$ cat src/hdl/pad_event_pkg.sv
// button event record types, event word union, queue depth and credit count
package pad_event_pkg;

	//////////////////////////////////////////////////
	// record kinds
	//////////////////////////////////////////////////

	localparam logic kind_change = 1'b0;
	localparam logic kind_snapshot = 1'b1;

	// one button went up or down
	typedef struct packed
	{
		logic kind;
		// always zero
		logic [3:0] reserved;
		logic [2:0] button;
		// new state, 1 for pressed
		logic pressed;
	} pad_change_t;

	// full button state, 1 for pressed
	typedef struct packed
	{
		logic kind;
		logic [7:0] buttons;
	} pad_snapshot_t;

	// kind bit sits at bit 8 in both views,
	// so the consumer checks it before picking a view
	typedef union packed
	{
		pad_change_t change;
		pad_snapshot_t snapshot;
	} pad_event_t;

	//////////////////////////////////////////////////
	// queue and flow control
	//////////////////////////////////////////////////

	// free slot count, 0 to queue_depth
	typedef logic [4:0] free_t;
	// credit count, 0 to credits_max
	typedef logic [2:0] credit_t;

	localparam free_t queue_depth = 5'd16;
	localparam credit_t credits_max = 3'd4;

endpackage

$ cat src/hdl/pad_timing_pkg.sv
// game pad waveform timing constants, counter types and button bit positions
package pad_timing_pkg;

	//////////////////////////////////////////////////
	// counter types
	//////////////////////////////////////////////////

	// wide enough for the longest phase, the latch
	typedef logic [10:0] cycle_t;
	// index of one button in a snapshot
	typedef logic [2:0] btn_idx_t;

	//////////////////////////////////////////////////
	// waveform timing at 125 MHz
	//////////////////////////////////////////////////

	// latch high for 12 us
	localparam cycle_t latch_cycles = 11'd1500;
	// half of one 12 us pulse period
	localparam cycle_t half_bit_cycles = 11'd750;
	localparam int button_count = 8;

	// bit positions, first shifted out at the top
	localparam btn_idx_t btn_a = 3'd7;
	localparam btn_idx_t btn_b = 3'd6;
	localparam btn_idx_t btn_select = 3'd5;
	localparam btn_idx_t btn_start = 3'd4;
	localparam btn_idx_t btn_up = 3'd3;
	localparam btn_idx_t btn_down = 3'd2;
	localparam btn_idx_t btn_left = 3'd1;
	localparam btn_idx_t btn_right = 3'd0;

	// whole poll, latch plus seven pulses of two halves each
	localparam int poll_cycles = int'(latch_cycles) + 14 * int'(half_bit_cycles);

endpackage

$ cat src/hdl/pad_change_detector.sv
// change detector: poll compare, change or snapshot records, queue fit check and resync
`timescale 1ns/100ps

module pad_change_detector
(
	input  logic                       clock,
	input  logic                       reset,
	input  logic                       snap_valid,
	input  logic [7:0]                 snap_buttons,
	input  pad_event_pkg::free_t       free_slots,
	output logic                       evt_push,
	output pad_event_pkg::pad_event_t  evt_word
);

	logic [7:0] last_buttons;
	logic [7:0] new_buttons;
	logic [7:0] diff;
	// changes still to be pushed
	logic [7:0] pending;
	logic resync;
	logic deciding;
	logic snap_due;
	logic [3:0] needed;
	logic accept;
	logic push_snap;
	logic push_change;
	pad_timing_pkg::btn_idx_t top_idx;
	pad_event_pkg::pad_change_t change_rec;
	pad_event_pkg::pad_snapshot_t snap_rec;

	// number of set bits, 0 to 8
	function automatic logic [3:0] count_ones(input logic [7:0] mask);
		logic [3:0] total;
		total = 4'd0;
		for (int i = 0; i < 8; i++)
			total = total + {3'd0, mask[i]};
		return total;
	endfunction

	// index of the highest set bit, upward scan so the top one wins
	function automatic pad_timing_pkg::btn_idx_t highest_bit(input logic [7:0] mask);
		pad_timing_pkg::btn_idx_t idx;
		idx = pad_timing_pkg::btn_right;
		for (int i = 0; i < 8; i++)
			if (mask[i])
				idx = pad_timing_pkg::btn_idx_t'(i);
		return idx;
	endfunction

	//////////////////////////////////////////////////
	// fit decision
	//////////////////////////////////////////////////

	assign diff = new_buttons ^ last_buttons;
	// a resync always costs exactly one record
	assign needed = resync ? 4'd1 : count_ones(diff);
	// whole poll or nothing
	assign accept = ({1'b0, needed} <= free_slots);

	// one push per cycle, none in the decision cycle
	assign push_snap = !deciding && snap_due;
	assign push_change = !deciding && !snap_due && (pending != 8'd0);

	assign top_idx = highest_bit(pending);
	assign change_rec = '{kind: pad_event_pkg::kind_change, reserved: 4'd0,
		button: top_idx, pressed: last_buttons[top_idx]};
	assign snap_rec = '{kind: pad_event_pkg::kind_snapshot, buttons: last_buttons};

	// poll held for the decision cycle
	always_ff @(posedge clock)
	begin
		if (snap_valid)
			new_buttons <= snap_buttons;
	end

	always_ff @(posedge clock)
	begin
		if (reset)
		begin
			// start from all released and force a snapshot
			last_buttons <= 8'd0;
			pending <= 8'd0;
			resync <= 1'b1;
			deciding <= 1'b0;
			snap_due <= 1'b0;
			evt_push <= 1'b0;
		end
		else
		begin
			deciding <= snap_valid;
			evt_push <= push_snap || push_change;
			if (deciding)
			begin
				if (accept)
				begin
					last_buttons <= new_buttons;
					if (resync)
						snap_due <= 1'b1;
					else
						pending <= diff;
				end
				else
					resync <= 1'b1;
			end
			if (push_snap)
			begin
				snap_due <= 1'b0;
				resync <= 1'b0;
			end
			if (push_change)
				pending[top_idx] <= 1'b0;
		end
	end

	// record word goes out with evt_push
	always_ff @(posedge clock)
	begin
		if (push_snap)
			evt_word.snapshot <= snap_rec;
		else if (push_change)
			evt_word.change <= change_rec;
	end

endmodule

$ cat src/hdl/pad_event_sender.sv
// event sender: circular event queue and credit counter for the consumer port
`timescale 1ns/100ps

module pad_event_sender
(
	input  logic                       clock,
	input  logic                       reset,
	input  logic                       evt_push,
	input  pad_event_pkg::pad_event_t  evt_word,
	output pad_event_pkg::free_t       free_slots,
	output logic                       out_valid,
	output pad_event_pkg::pad_event_t  out_word,
	input  logic                       credit_return
);

	pad_event_pkg::pad_event_t queue_mem [pad_event_pkg::queue_depth];
	logic [$clog2(pad_event_pkg::queue_depth)-1:0] wr_ptr;
	logic [$clog2(pad_event_pkg::queue_depth)-1:0] rd_ptr;
	// words held in the queue
	pad_event_pkg::free_t count;
	pad_event_pkg::credit_t credits;
	logic push_ok;
	logic pop;

	//////////////////////////////////////////////////
	// queue
	//////////////////////////////////////////////////

	assign free_slots = pad_event_pkg::queue_depth - count;
	// detector never overfills, guarded anyway
	assign push_ok = evt_push && (free_slots != 5'd0);

	always_ff @(posedge clock)
	begin
		if (push_ok)
			queue_mem[wr_ptr] <= evt_word;
	end

	// pointers wrap on their own at 16 entries
	always_ff @(posedge clock)
	begin
		if (reset)
		begin
			wr_ptr <= '0;
			rd_ptr <= '0;
			count <= 5'd0;
		end
		else
		begin
			if (push_ok)
				wr_ptr <= wr_ptr + 1'b1;
			if (pop)
				rd_ptr <= rd_ptr + 1'b1;
			case ({push_ok, pop})
				2'b10: count <= count + 1'b1;
				2'b01: count <= count - 1'b1;
				default: count <= count;
			endcase
		end
	end

	//////////////////////////////////////////////////
	// credit flow to the consumer
	//////////////////////////////////////////////////

	// head word leaves whenever a credit is in hand,
	// so a push is visible one cycle later
	assign out_valid = (count != 5'd0) && (credits != 3'd0);
	assign out_word = queue_mem[rd_ptr];
	assign pop = out_valid;

	// one credit per word sent, one back per return cycle
	always_ff @(posedge clock)
	begin
		if (reset)
			credits <= pad_event_pkg::credits_max;
		else
		begin
			case ({pop, credit_return})
				2'b10: credits <= credits - 1'b1;
				2'b01: credits <= credits + 1'b1;
				default: credits <= credits;
			endcase
		end
	end

endmodule

$ cat src/hdl/pad_event_top.sv
// top level: pad reader, change detector and event sender
`timescale 1ns/100ps

module pad_event_top
(
	input  logic                       clock,
	input  logic                       reset,
	input  logic                       frame_tick,
	input  logic                       pad_data,
	output logic                       pad_latch,
	output logic                       pad_pulse,
	output logic                       out_valid,
	output pad_event_pkg::pad_event_t  out_word,
	input  logic                       credit_return
);

	// reader to detector
	logic snap_valid;
	logic [7:0] snap_buttons;
	// detector to sender and back
	logic evt_push;
	pad_event_pkg::pad_event_t evt_word;
	pad_event_pkg::free_t free_slots;

	//////////////////////////////////////////////////
	// pad side
	//////////////////////////////////////////////////

	pad_serial_reader reader_i
	(
		.clock        (clock),
		.reset        (reset),
		.frame_tick   (frame_tick),
		.pad_data     (pad_data),
		.pad_latch    (pad_latch),
		.pad_pulse    (pad_pulse),
		.snap_valid   (snap_valid),
		.snap_buttons (snap_buttons)
	);

	// poll compare, sees free space of the queue
	pad_change_detector detector_i
	(
		.clock        (clock),
		.reset        (reset),
		.snap_valid   (snap_valid),
		.snap_buttons (snap_buttons),
		.free_slots   (free_slots),
		.evt_push     (evt_push),
		.evt_word     (evt_word)
	);

	//////////////////////////////////////////////////
	// consumer side
	//////////////////////////////////////////////////

	pad_event_sender sender_i
	(
		.clock         (clock),
		.reset         (reset),
		.evt_push      (evt_push),
		.evt_word      (evt_word),
		.free_slots    (free_slots),
		.out_valid     (out_valid),
		.out_word      (out_word),
		.credit_return (credit_return)
	);

endmodule

$ cat src/hdl/pad_serial_reader.sv
// game pad reader: latch and pulse generation, serial sampling, snapshot assembly
`timescale 1ns/100ps

module pad_serial_reader
(
	input  logic       clock,
	input  logic       reset,
	input  logic       frame_tick,
	input  logic       pad_data,
	output logic       pad_latch,
	output logic       pad_pulse,
	output logic       snap_valid,
	output logic [7:0] snap_buttons
);

	// one phase of the pad waveform
	typedef enum logic [1:0]
	{
		st_idle,
		st_latch,
		st_low,
		st_high
	} phase_t;

	phase_t state;
	// cycles left in the current phase, ends at 1
	pad_timing_pkg::cycle_t cycle_cnt;
	// next bit to be sampled
	pad_timing_pkg::btn_idx_t bit_idx;
	logic [pad_timing_pkg::button_count-1:0] shift_reg;
	logic phase_end;
	logic sample;

	//////////////////////////////////////////////////
	// phase decode
	//////////////////////////////////////////////////

	// pins follow the phase directly
	assign pad_latch = (state == st_latch);
	assign pad_pulse = (state == st_high);

	// last cycle of any active phase
	assign phase_end = (state != st_idle) && (cycle_cnt == pad_timing_pkg::cycle_t'(1));

	// pad shifts on the pulse rise, so the new bit is stable by the end of the high half,
	// and bit 7 is already out during the latch
	assign sample = phase_end && ((state == st_latch) || (state == st_high));

	//////////////////////////////////////////////////
	// phase sequence
	//////////////////////////////////////////////////

	always_ff @(posedge clock)
	begin
		if (reset)
		begin
			state <= st_idle;
			snap_valid <= 1'b0;
		end
		else
		begin
			// strobe right after the bit 0 sample
			snap_valid <= sample && (bit_idx == pad_timing_pkg::btn_right);
			case (state)
				st_idle:
				begin
					// ticks are only seen here, so a tick mid poll is lost
					if (frame_tick)
						state <= st_latch;
				end
				st_latch:
				begin
					if (phase_end)
						state <= st_low;
				end
				st_low:
				begin
					if (phase_end)
						state <= st_high;
				end
				default:
				begin
					// bit 0 is taken at the end of the last high half
					if (phase_end)
					begin
						if (bit_idx == pad_timing_pkg::btn_right)
							state <= st_idle;
						else
							state <= st_low;
					end
				end
			endcase
		end
	end

	//////////////////////////////////////////////////
	// cycle and bit counters
	//////////////////////////////////////////////////

	always_ff @(posedge clock)
	begin
		if (reset)
		begin
			cycle_cnt <= pad_timing_pkg::latch_cycles;
			bit_idx <= pad_timing_pkg::btn_a;
		end
		else if (state == st_idle)
		begin
			// held ready for the next poll
			cycle_cnt <= pad_timing_pkg::latch_cycles;
			bit_idx <= pad_timing_pkg::btn_a;
		end
		else
		begin
			// every phase after the latch is a half bit long
			if (phase_end)
				cycle_cnt <= pad_timing_pkg::half_bit_cycles;
			else
				cycle_cnt <= cycle_cnt - 1'b1;
			if (sample)
				bit_idx <= bit_idx - 1'b1;
		end
	end

	// pad data is active low, bit 7 ends up on top
	always_ff @(posedge clock)
	begin
		if (sample)
			shift_reg <= {shift_reg[pad_timing_pkg::button_count-2:0], ~pad_data};
	end

	assign snap_buttons = shift_reg;

endmodule

$ cat config.mk
export PLATFORM = sky130hd
export DESIGN_NAME = pad_event_top
export DESIGN_NICKNAME = d
export VERILOG_FILES = /design/src/hdl/pad_event_pkg.sv /design/src/hdl/pad_timing_pkg.sv /design/src/hdl/pad_change_detector.sv /design/src/hdl/pad_event_sender.sv /design/src/hdl/pad_event_top.sv /design/src/hdl/pad_serial_reader.sv
export SDC_FILE = /design/constraint.sdc
export NUM_CORES = 1
export LEC_CHECK = 0
export ABC_AREA = 1
export BUFFER_PORTS_ARGS = -buffer_cell sky130_fd_sc_hd__buf_2
export CORE_MARGIN = 3
export CORE_UTILIZATION = 40
export DETAILED_ROUTE_END_ITERATION = 6
export GPL_ROUTABILITY_DRIVEN = 0
export PLACE_DENSITY_LB_ADDON = 0.25
export SLEW_MARGIN = 20
export SYNTH_ARGS = -nofsm -noshare
export SYNTH_HDL_FRONTEND = slang
export SYNTH_SLANG_ARGS = --single-unit
$ cat constraint.sdc
create_clock -name clock -period 6 [get_ports clock]
set_clock_uncertainty 0.2 [all_clocks]
set_input_delay 0.9 -clock clock [delete_from_list [all_inputs] [get_ports clock]]
set_output_delay 0.9 -clock clock [all_outputs]
set_load 0.005 [all_outputs]
==> flow_summary.yaml, run 1 <==
clock_network:
  cts_buffers: 24
  cts_buffer_depth: 3
  cts_tree: "built"
  postCtsHoldBufs: 0
  h-tree-depth: 1
  numClockSinks: 226
  clk_pin_slew_worst_paths_ns: 0.06
  cts_resized: 0
  post-cts-setup-buffers: 0
  insertion_delay_ns: 0.51
  root_buffer: "clkbuf_16"
critical_path:
  cp-start-kind: "register"
  end_kind: "register"
  crit_type: "register to register"
  crit_chain: "xnor2_1 > inv_1 > ha_1 > inv_1 > fa_1 > inv_1 > fa_1 > fa_1 > fa_1 > inv_1 > nor2_1 > ha_1 > inv_1 > nor2_1 > nor2_1 > o21ai_1 > nand2_1 > nor2_1 > nor2_2 > nand2_2 > o21ai_1 > nor2_1"
  crit_required_ns: 6.20
  cpLargestDelayFamily: "adder cells"
  critPathMaxFanout: 14
  arrival_ns: 4.92
  cpMaxStageDelayCell: "fa_1"
  regToRegSetupSlack_ns: 1.28
  slowest_delay_ns: 0.52
  critPathBufInv: 5
floorplanning:
  boundaryPins: 17
  fp.dieW_um: 162.7
  rows: 56
  core_mm2: 0.02382
  fp.dieH_um: 162.7
  dieArea_mm2: 0.02646
  start_util_pct: 41.21
route:
  antenna_left: 0
  met2_length_mm: 8.544
  highest_layer: "met4"
  wl_met3_um: 747
  via_count: 5958
  totalWireLength_mm: 18.89
  drtIter0Drc: 353
  drc: 0
  met1Wirelength_mm: 9.152
  vias_per_cell: 4.856
  first_pass_iters: 4
  wl_per_cell_um: 15.39
global_route:
  grt_max_degree: 63
  grt.overflow.total: 0
  grt_pass1_vias: 5754
  antenna_found_initial: 0
  grt.total_usage_pct: 14.42
  grt_pass1_wl_mm: 30.69
logic_synthesis:
  syn-cell-area_mm2: 0.009817
  syn_nets: 912
  synth_cells: 874
  ys_seq_elements: 226
  ys.flop_type: "edfxtp_1"
  synth_area_leader_cell: "edfxtp_1"
  synth_edf_count: 168
  ys_top_cells_by_count: "edfxtp_1 (168), inv_1 (101), nand2_1 (93)"
  seq_area_frac_synth_pct: 63.22
  yosysMostFrequentCell: "edfxtp_1"
  yosysTopAreaCellShare_pct: 51.39
  ys_warn_count: 0
  syn_area_per_cell_um2: 11.23
  synth_area_leaders: "edfxtp_1 (51%), dfxtp_1 (12%), inv_1 (3.9%)"
  ys_types: 40
  ys_async_sr_fraction_pct: 0
timing:
  fmax_mhz: 211.9
  tightest_slew_ns: 0.9314
  period_minus_slack_ns: 4.720
  fin_crit_sh_pct: 78.67
  slew_violations: 0
  timing.final.ws_setup_ns: 1.280
  finalSetupViolCount: 0
  slew_headroom_pct: 37.68
  fin_tns_setup_ns: 0
  rsz0062_at_grt: "no"
  hold_ws_ns: 0.2218
  hold_violations: 0
power:
  powerDensity_mw_per_mm2: 379.9
  p_sw_share_pct: 30.12
  p_clk_share_pct: 32.9
  peakVddDrop_v: 0.0002291
  switchingPower_mw: 1.249
  comb_power_share_pct: 23.1
  p_seq_share_pct: 44.0
  p_int_mw: 2.897
  leakage_nw: 4.106
place:
  dp_slack_ns: 1.297
  portBuffers: 16
  dp.cells: 1183
  dp_hpwl_mm: 11.91
final_layout:
  diodes: 0
  syn_to_final_growth_pct: 11.15
  stdcell_count: 1227
  layout.nets: 928
  fillers: 2213
  postLayoutCoreUtil_pct: 45.80
  layout-drive-gt1-share_pct: 8.260
flow_run:
  maxCapViolCount: 0
run_status:
  outcome: "finished clean"
worst_hold_path:
  min_path_type: "register to register"
metrics by stage:
stage                     total power, mW  cell area [um^2]
after floorplan                     2.575              9817
after global placement              2.810             10190
after detailed placement            2.820             10190
after CTS                           4.205             10910
after global routing                4.412             10910
final                               4.146             10910
layer usage:
metal  GRT usage (%)  vias up
li1                -     3056
met2           23.12       92
met5               0        -
met4           4.191        0
met3           2.263       33
met1           20.42     2777
power groups by stage:
| stage | clock, mW | combinational [mW] | sequential, mW |
|---|---|---|---|
| after global placement | 0 | 0.953 | 1.86 |
| after global routing | 1.47 | 1.10 | 1.84 |
| final | 1.36 | 0.957 | 1.83 |
| after detailed placement | 0 | 0.962 | 1.86 |
| after floorplan | 0 | 0.795 | 1.78 |
| after CTS | 1.41 | 0.971 | 1.83 |
cell type report:
| class | count | area [um^2] | share of cell area [%] |
|---|---|---|---|
| well taps | 319 | 399.1 | 3.658 |
| clock inverters | 10 | 85.08 | 0.7797 |
| flip-flops and latches | 226 | 6210 | 56.91 |
| clock buffers | 34 | 638.1 | 5.848 |
| repair buffers | 20 | 110.1 | 1.009 |
| multi-input cells | 507 | 3052 | 27.97 |
| inverters | 111 | 417.9 | 3.830 |
cell usage in the layout (no fill, tap or decap), drive strengths merged, types with 6 or more instances in the layout:
cell    count
ha         27
buf        20
dfxtp      58
o211ai     36
mux2i      36
xor2       12
nand3      35
inv       110
o21ai      86
nor2       85
a21oi      60
edfxtp    168
nand2      97
clkinv     10
clkbuf     34
fa          6
xnor2      11
sequential cells by signal, indices dropped and copies added (netlist names), named ones only:
signal                   cells
detector_i.deciding          1
detector_i.evt_push          1
detector_i.evt_word          9
detector_i.last_buttons      8
detector_i.new_buttons       8
detector_i.pending           8
detector_i.resync            1
detector_i.snap_due          1
reader_i.bit_idx             3
reader_i.cycle_cnt          11
reader_i.snap_buttons        8
reader_i.snap_valid          1
reader_i.state               2
sender_i.count               5
sender_i.credits             3
sender_i.queue_mem         144
sender_i.rd_ptr              4
sender_i.wr_ptr              4
logic make-up after synthesis:
group	Yosys count	synth area share, %
AND/OR/NAND/NOR	228	9.954
buffers and inverters	141	5.697
flip-flops	226	63.22
adder cells (fa/ha/maj)	33	4.665
multiplexers	36	3.671
AO/OA/AOI/OAI	187	10.74
XOR/XNOR	23	2.052
final timing paths:
check	from	to	depth (start not counted)
worst min-delay path	reader_i.snap_buttons[7]	detector_i.new_buttons[7]	0
worst max register to register	detector_i.new_buttons[1]	detector_i.pending[6]	22
worst min register to register	reader_i.snap_buttons[7]	detector_i.new_buttons[7]	0
worst max-delay path	detector_i.new_buttons[1]	detector_i.pending[6]	22
No activity file was read; power rests on OpenSTA's default activity.
==> run 2, diff against run 1 <==
Clock period 6 ns to 4.02 ns, I/O delays scaled along.
==> flow_summary.yaml, run 2 (synthesized netlist as in run 1, its figures left out) <==
clock_network:
  cts_buffer_depth: 3
  cts_buffers: 24
  root_buffer: "clkbuf_16"
  clk_pin_slew_worst_paths_ns: 0.06
  cts_tree: "built"
  numClockSinks: 226
  insertion_delay_ns: 0.51
  h-tree-depth: 1
route:
  antenna_left: 0
  vias_per_cell: 4.913
  first_pass_iters: 4
  drtIter0Drc: 397
  via_count: 6112
  wl_per_cell_um: 15.63
  totalWireLength_mm: 19.44
  drc: 0
global_route:
  grt_max_degree: 70
  grt_pass1_vias: 5912
  grt.overflow.total: 0
  antenna_found_initial: 0
  grt.total_usage_pct: 14.74
  grt_pass1_wl_mm: 31.27
timing:
  fmax_mhz: 227.0
  finalSetupViolCount: 18
  timing.final.ws_setup_ns: -0.3855
  hold_violations: 0
  fin_crit_sh_pct: 109.6
  fin_tns_setup_ns: -6.196
  period_minus_slack_ns: 4.405
  rsz0062_at_grt: "yes"
  slew_headroom_pct: 36.98
  tightest_slew_ns: 0.9418
  slew_violations: 0
critical_path:
  arrival_ns: 4.60
  slowest_delay_ns: 0.53
  end_kind: "register"
  critPathMaxFanout: 14
  crit_type: "register to register"
  crit_required_ns: 4.22
  timing.rr.start: "detector_i.new_buttons[1]"
  cp-start-kind: "register"
  cpMaxStageDelayCell: "fa_1"
  crit_chain: "xnor2_1 > inv_1 > ha_1 > inv_2 > fa_1 > inv_1 > fa_1 > fa_2 > fa_1 > inv_1 > nor2_1 > ha_1 > inv_1 > nor2_1 > nor2_1 > o21ai_1 > nand2_1 > nor2_4 > nor2_4 > nand2_4 > o21ai_1 > nor2_1"
  startpoint: "detector_i.new_buttons[1]"
power:
  comb_power_share_pct: 23.1
  p_int_mw: 4.440
  p_seq_share_pct: 43.3
  finalPower_mw: 6.315
  switchingPower_mw: 1.875
  peakVddDrop_v: 0.0003425
  p_sw_share_pct: 29.69
  p_clk_share_pct: 33.6
  powerDensity_mw_per_mm2: 566.7
  leakage_nw: 4.240
final_layout:
  design_area_mm2: 0.01114
  layout.nets: 947
  largest_reg_flops: 144
  postLayoutCoreUtil_pct: 46.78
  regMostFlops: "sender_i.queue_mem"
  diodes: 0
  fillers: 2213
  final_cell_mix: "edfxtp_1 (168), inv_1 (100), nand2_1 (93), nor2_1 (75), o21ai_0 (61)"
  layout-drive-gt1-share_pct: 10.92
  final_common_cell: "edfxtp_1"
  syn_to_final_growth_pct: 13.52
  top_regs: "sender_i.queue_mem: 144 flops, reader_i.cycle_cnt: 11 flops, detector_i.evt_word: 9 flops"
flow_run:
  maxCapViolCount: 0
floorplanning:
  core_mm2: 0.02382
  fp.dieW_um: 162.7
  dieArea_mm2: 0.02646
  start_util_pct: 41.21
  fp.dieH_um: 162.7
  rows: 56
  boundaryPins: 17
place:
  dpl_cell_area_mm2: 0.01032
  dp_hpwl_mm: 12.48
  portBuffers: 16
run_status:
  outcome: "finished, violations left"
  violations: "setup timing"
worst_hold_path:
  min_path_type: "input pin to register"
  hold_start: "pad_data"
==> run 2: per-stage QoR <==
step           cells  hold WS (ns)  worst slack [ns]
2_1_floorplan    874        0.2003           -0.2397
3_3_place_gp    1198        0.2027           -0.3715
3_5_place_dp    1198        0.2052           -0.4678
4_1_cts         1243        0.1099           -0.4207
5_1_grt         1244        0.1176           -0.7025
6_report        1244        0.1304           -0.3855
==> run 2: final timing paths <==
check,to,slack (ns),depth (start not counted)
setup / recovery,detector_i.pending[6],-0.39,22
hold / removal,reader_i.snap_buttons[0],0.13,2
setup reg to reg,detector_i.pending[6],-0.39,22
hold reg to reg,detector_i.new_buttons[7],0.22,0
==> run 2: worst max-delay path: cells and delay by family, from the launching register on <==
kind | cells | cell delay [ns]
and+or+nand+nor | 8 | 0.70
buffers and inverters | 5 | 0.26
AOI/OAI and AO/OA | 2 | 0.23
adders and majority gates | 6 | 2.36
xor gates and xnor gates | 1 | 0.16
DFF | 1 | 0.39
==> run 2: routing by layer <==
metal / wire length [um] / up-vias / share of wire [%] / global-route usage [%]
met2: 9210 / 109 / 47 / 24.83
met5: 0 / - / 0 / 0
met4: 364 / 0 / 1.9 / 3.499
li1: - / 3091 / - / -
met1: 9012 / 2883 / 46 / 20.24
met3: 856 / 29 / 4.4 / 2.187
==> run 2: power groups by stage <==
stage	Clock (mW)	Sequential (mW)	Combinational, mW
3_5_place_dp	0	2.79	1.46
3_3_place_gp	0	2.79	1.44
2_1_floorplan	0	2.66	1.19
6_report	2.12	2.74	1.46
4_1_cts	2.18	2.74	1.48
5_1_grt	2.28	2.75	1.66
==> run 2: final cells by class <==
type	instances	area, um^2	share of cell area [%]
tap	319	399.1	3.581
sequential	226	6210	55.72
clock buffer	32	651.9	5.849
timing repair buffer	39	266.5	2.391
inverter	111	425.4	3.817
multi-input combinational	507	3087	27.70
clock inverter	10	105.1	0.9431
==> run 2: repair_timing <==
action                                  4_1_cts  5_1_grt
pin swaps                                     2        1
buffers inserted                              2        1
endpoints found under the setup margin       18       18
gates cloned                                  1        0
hold buffers                                  0        0
resized for setup                            10        2
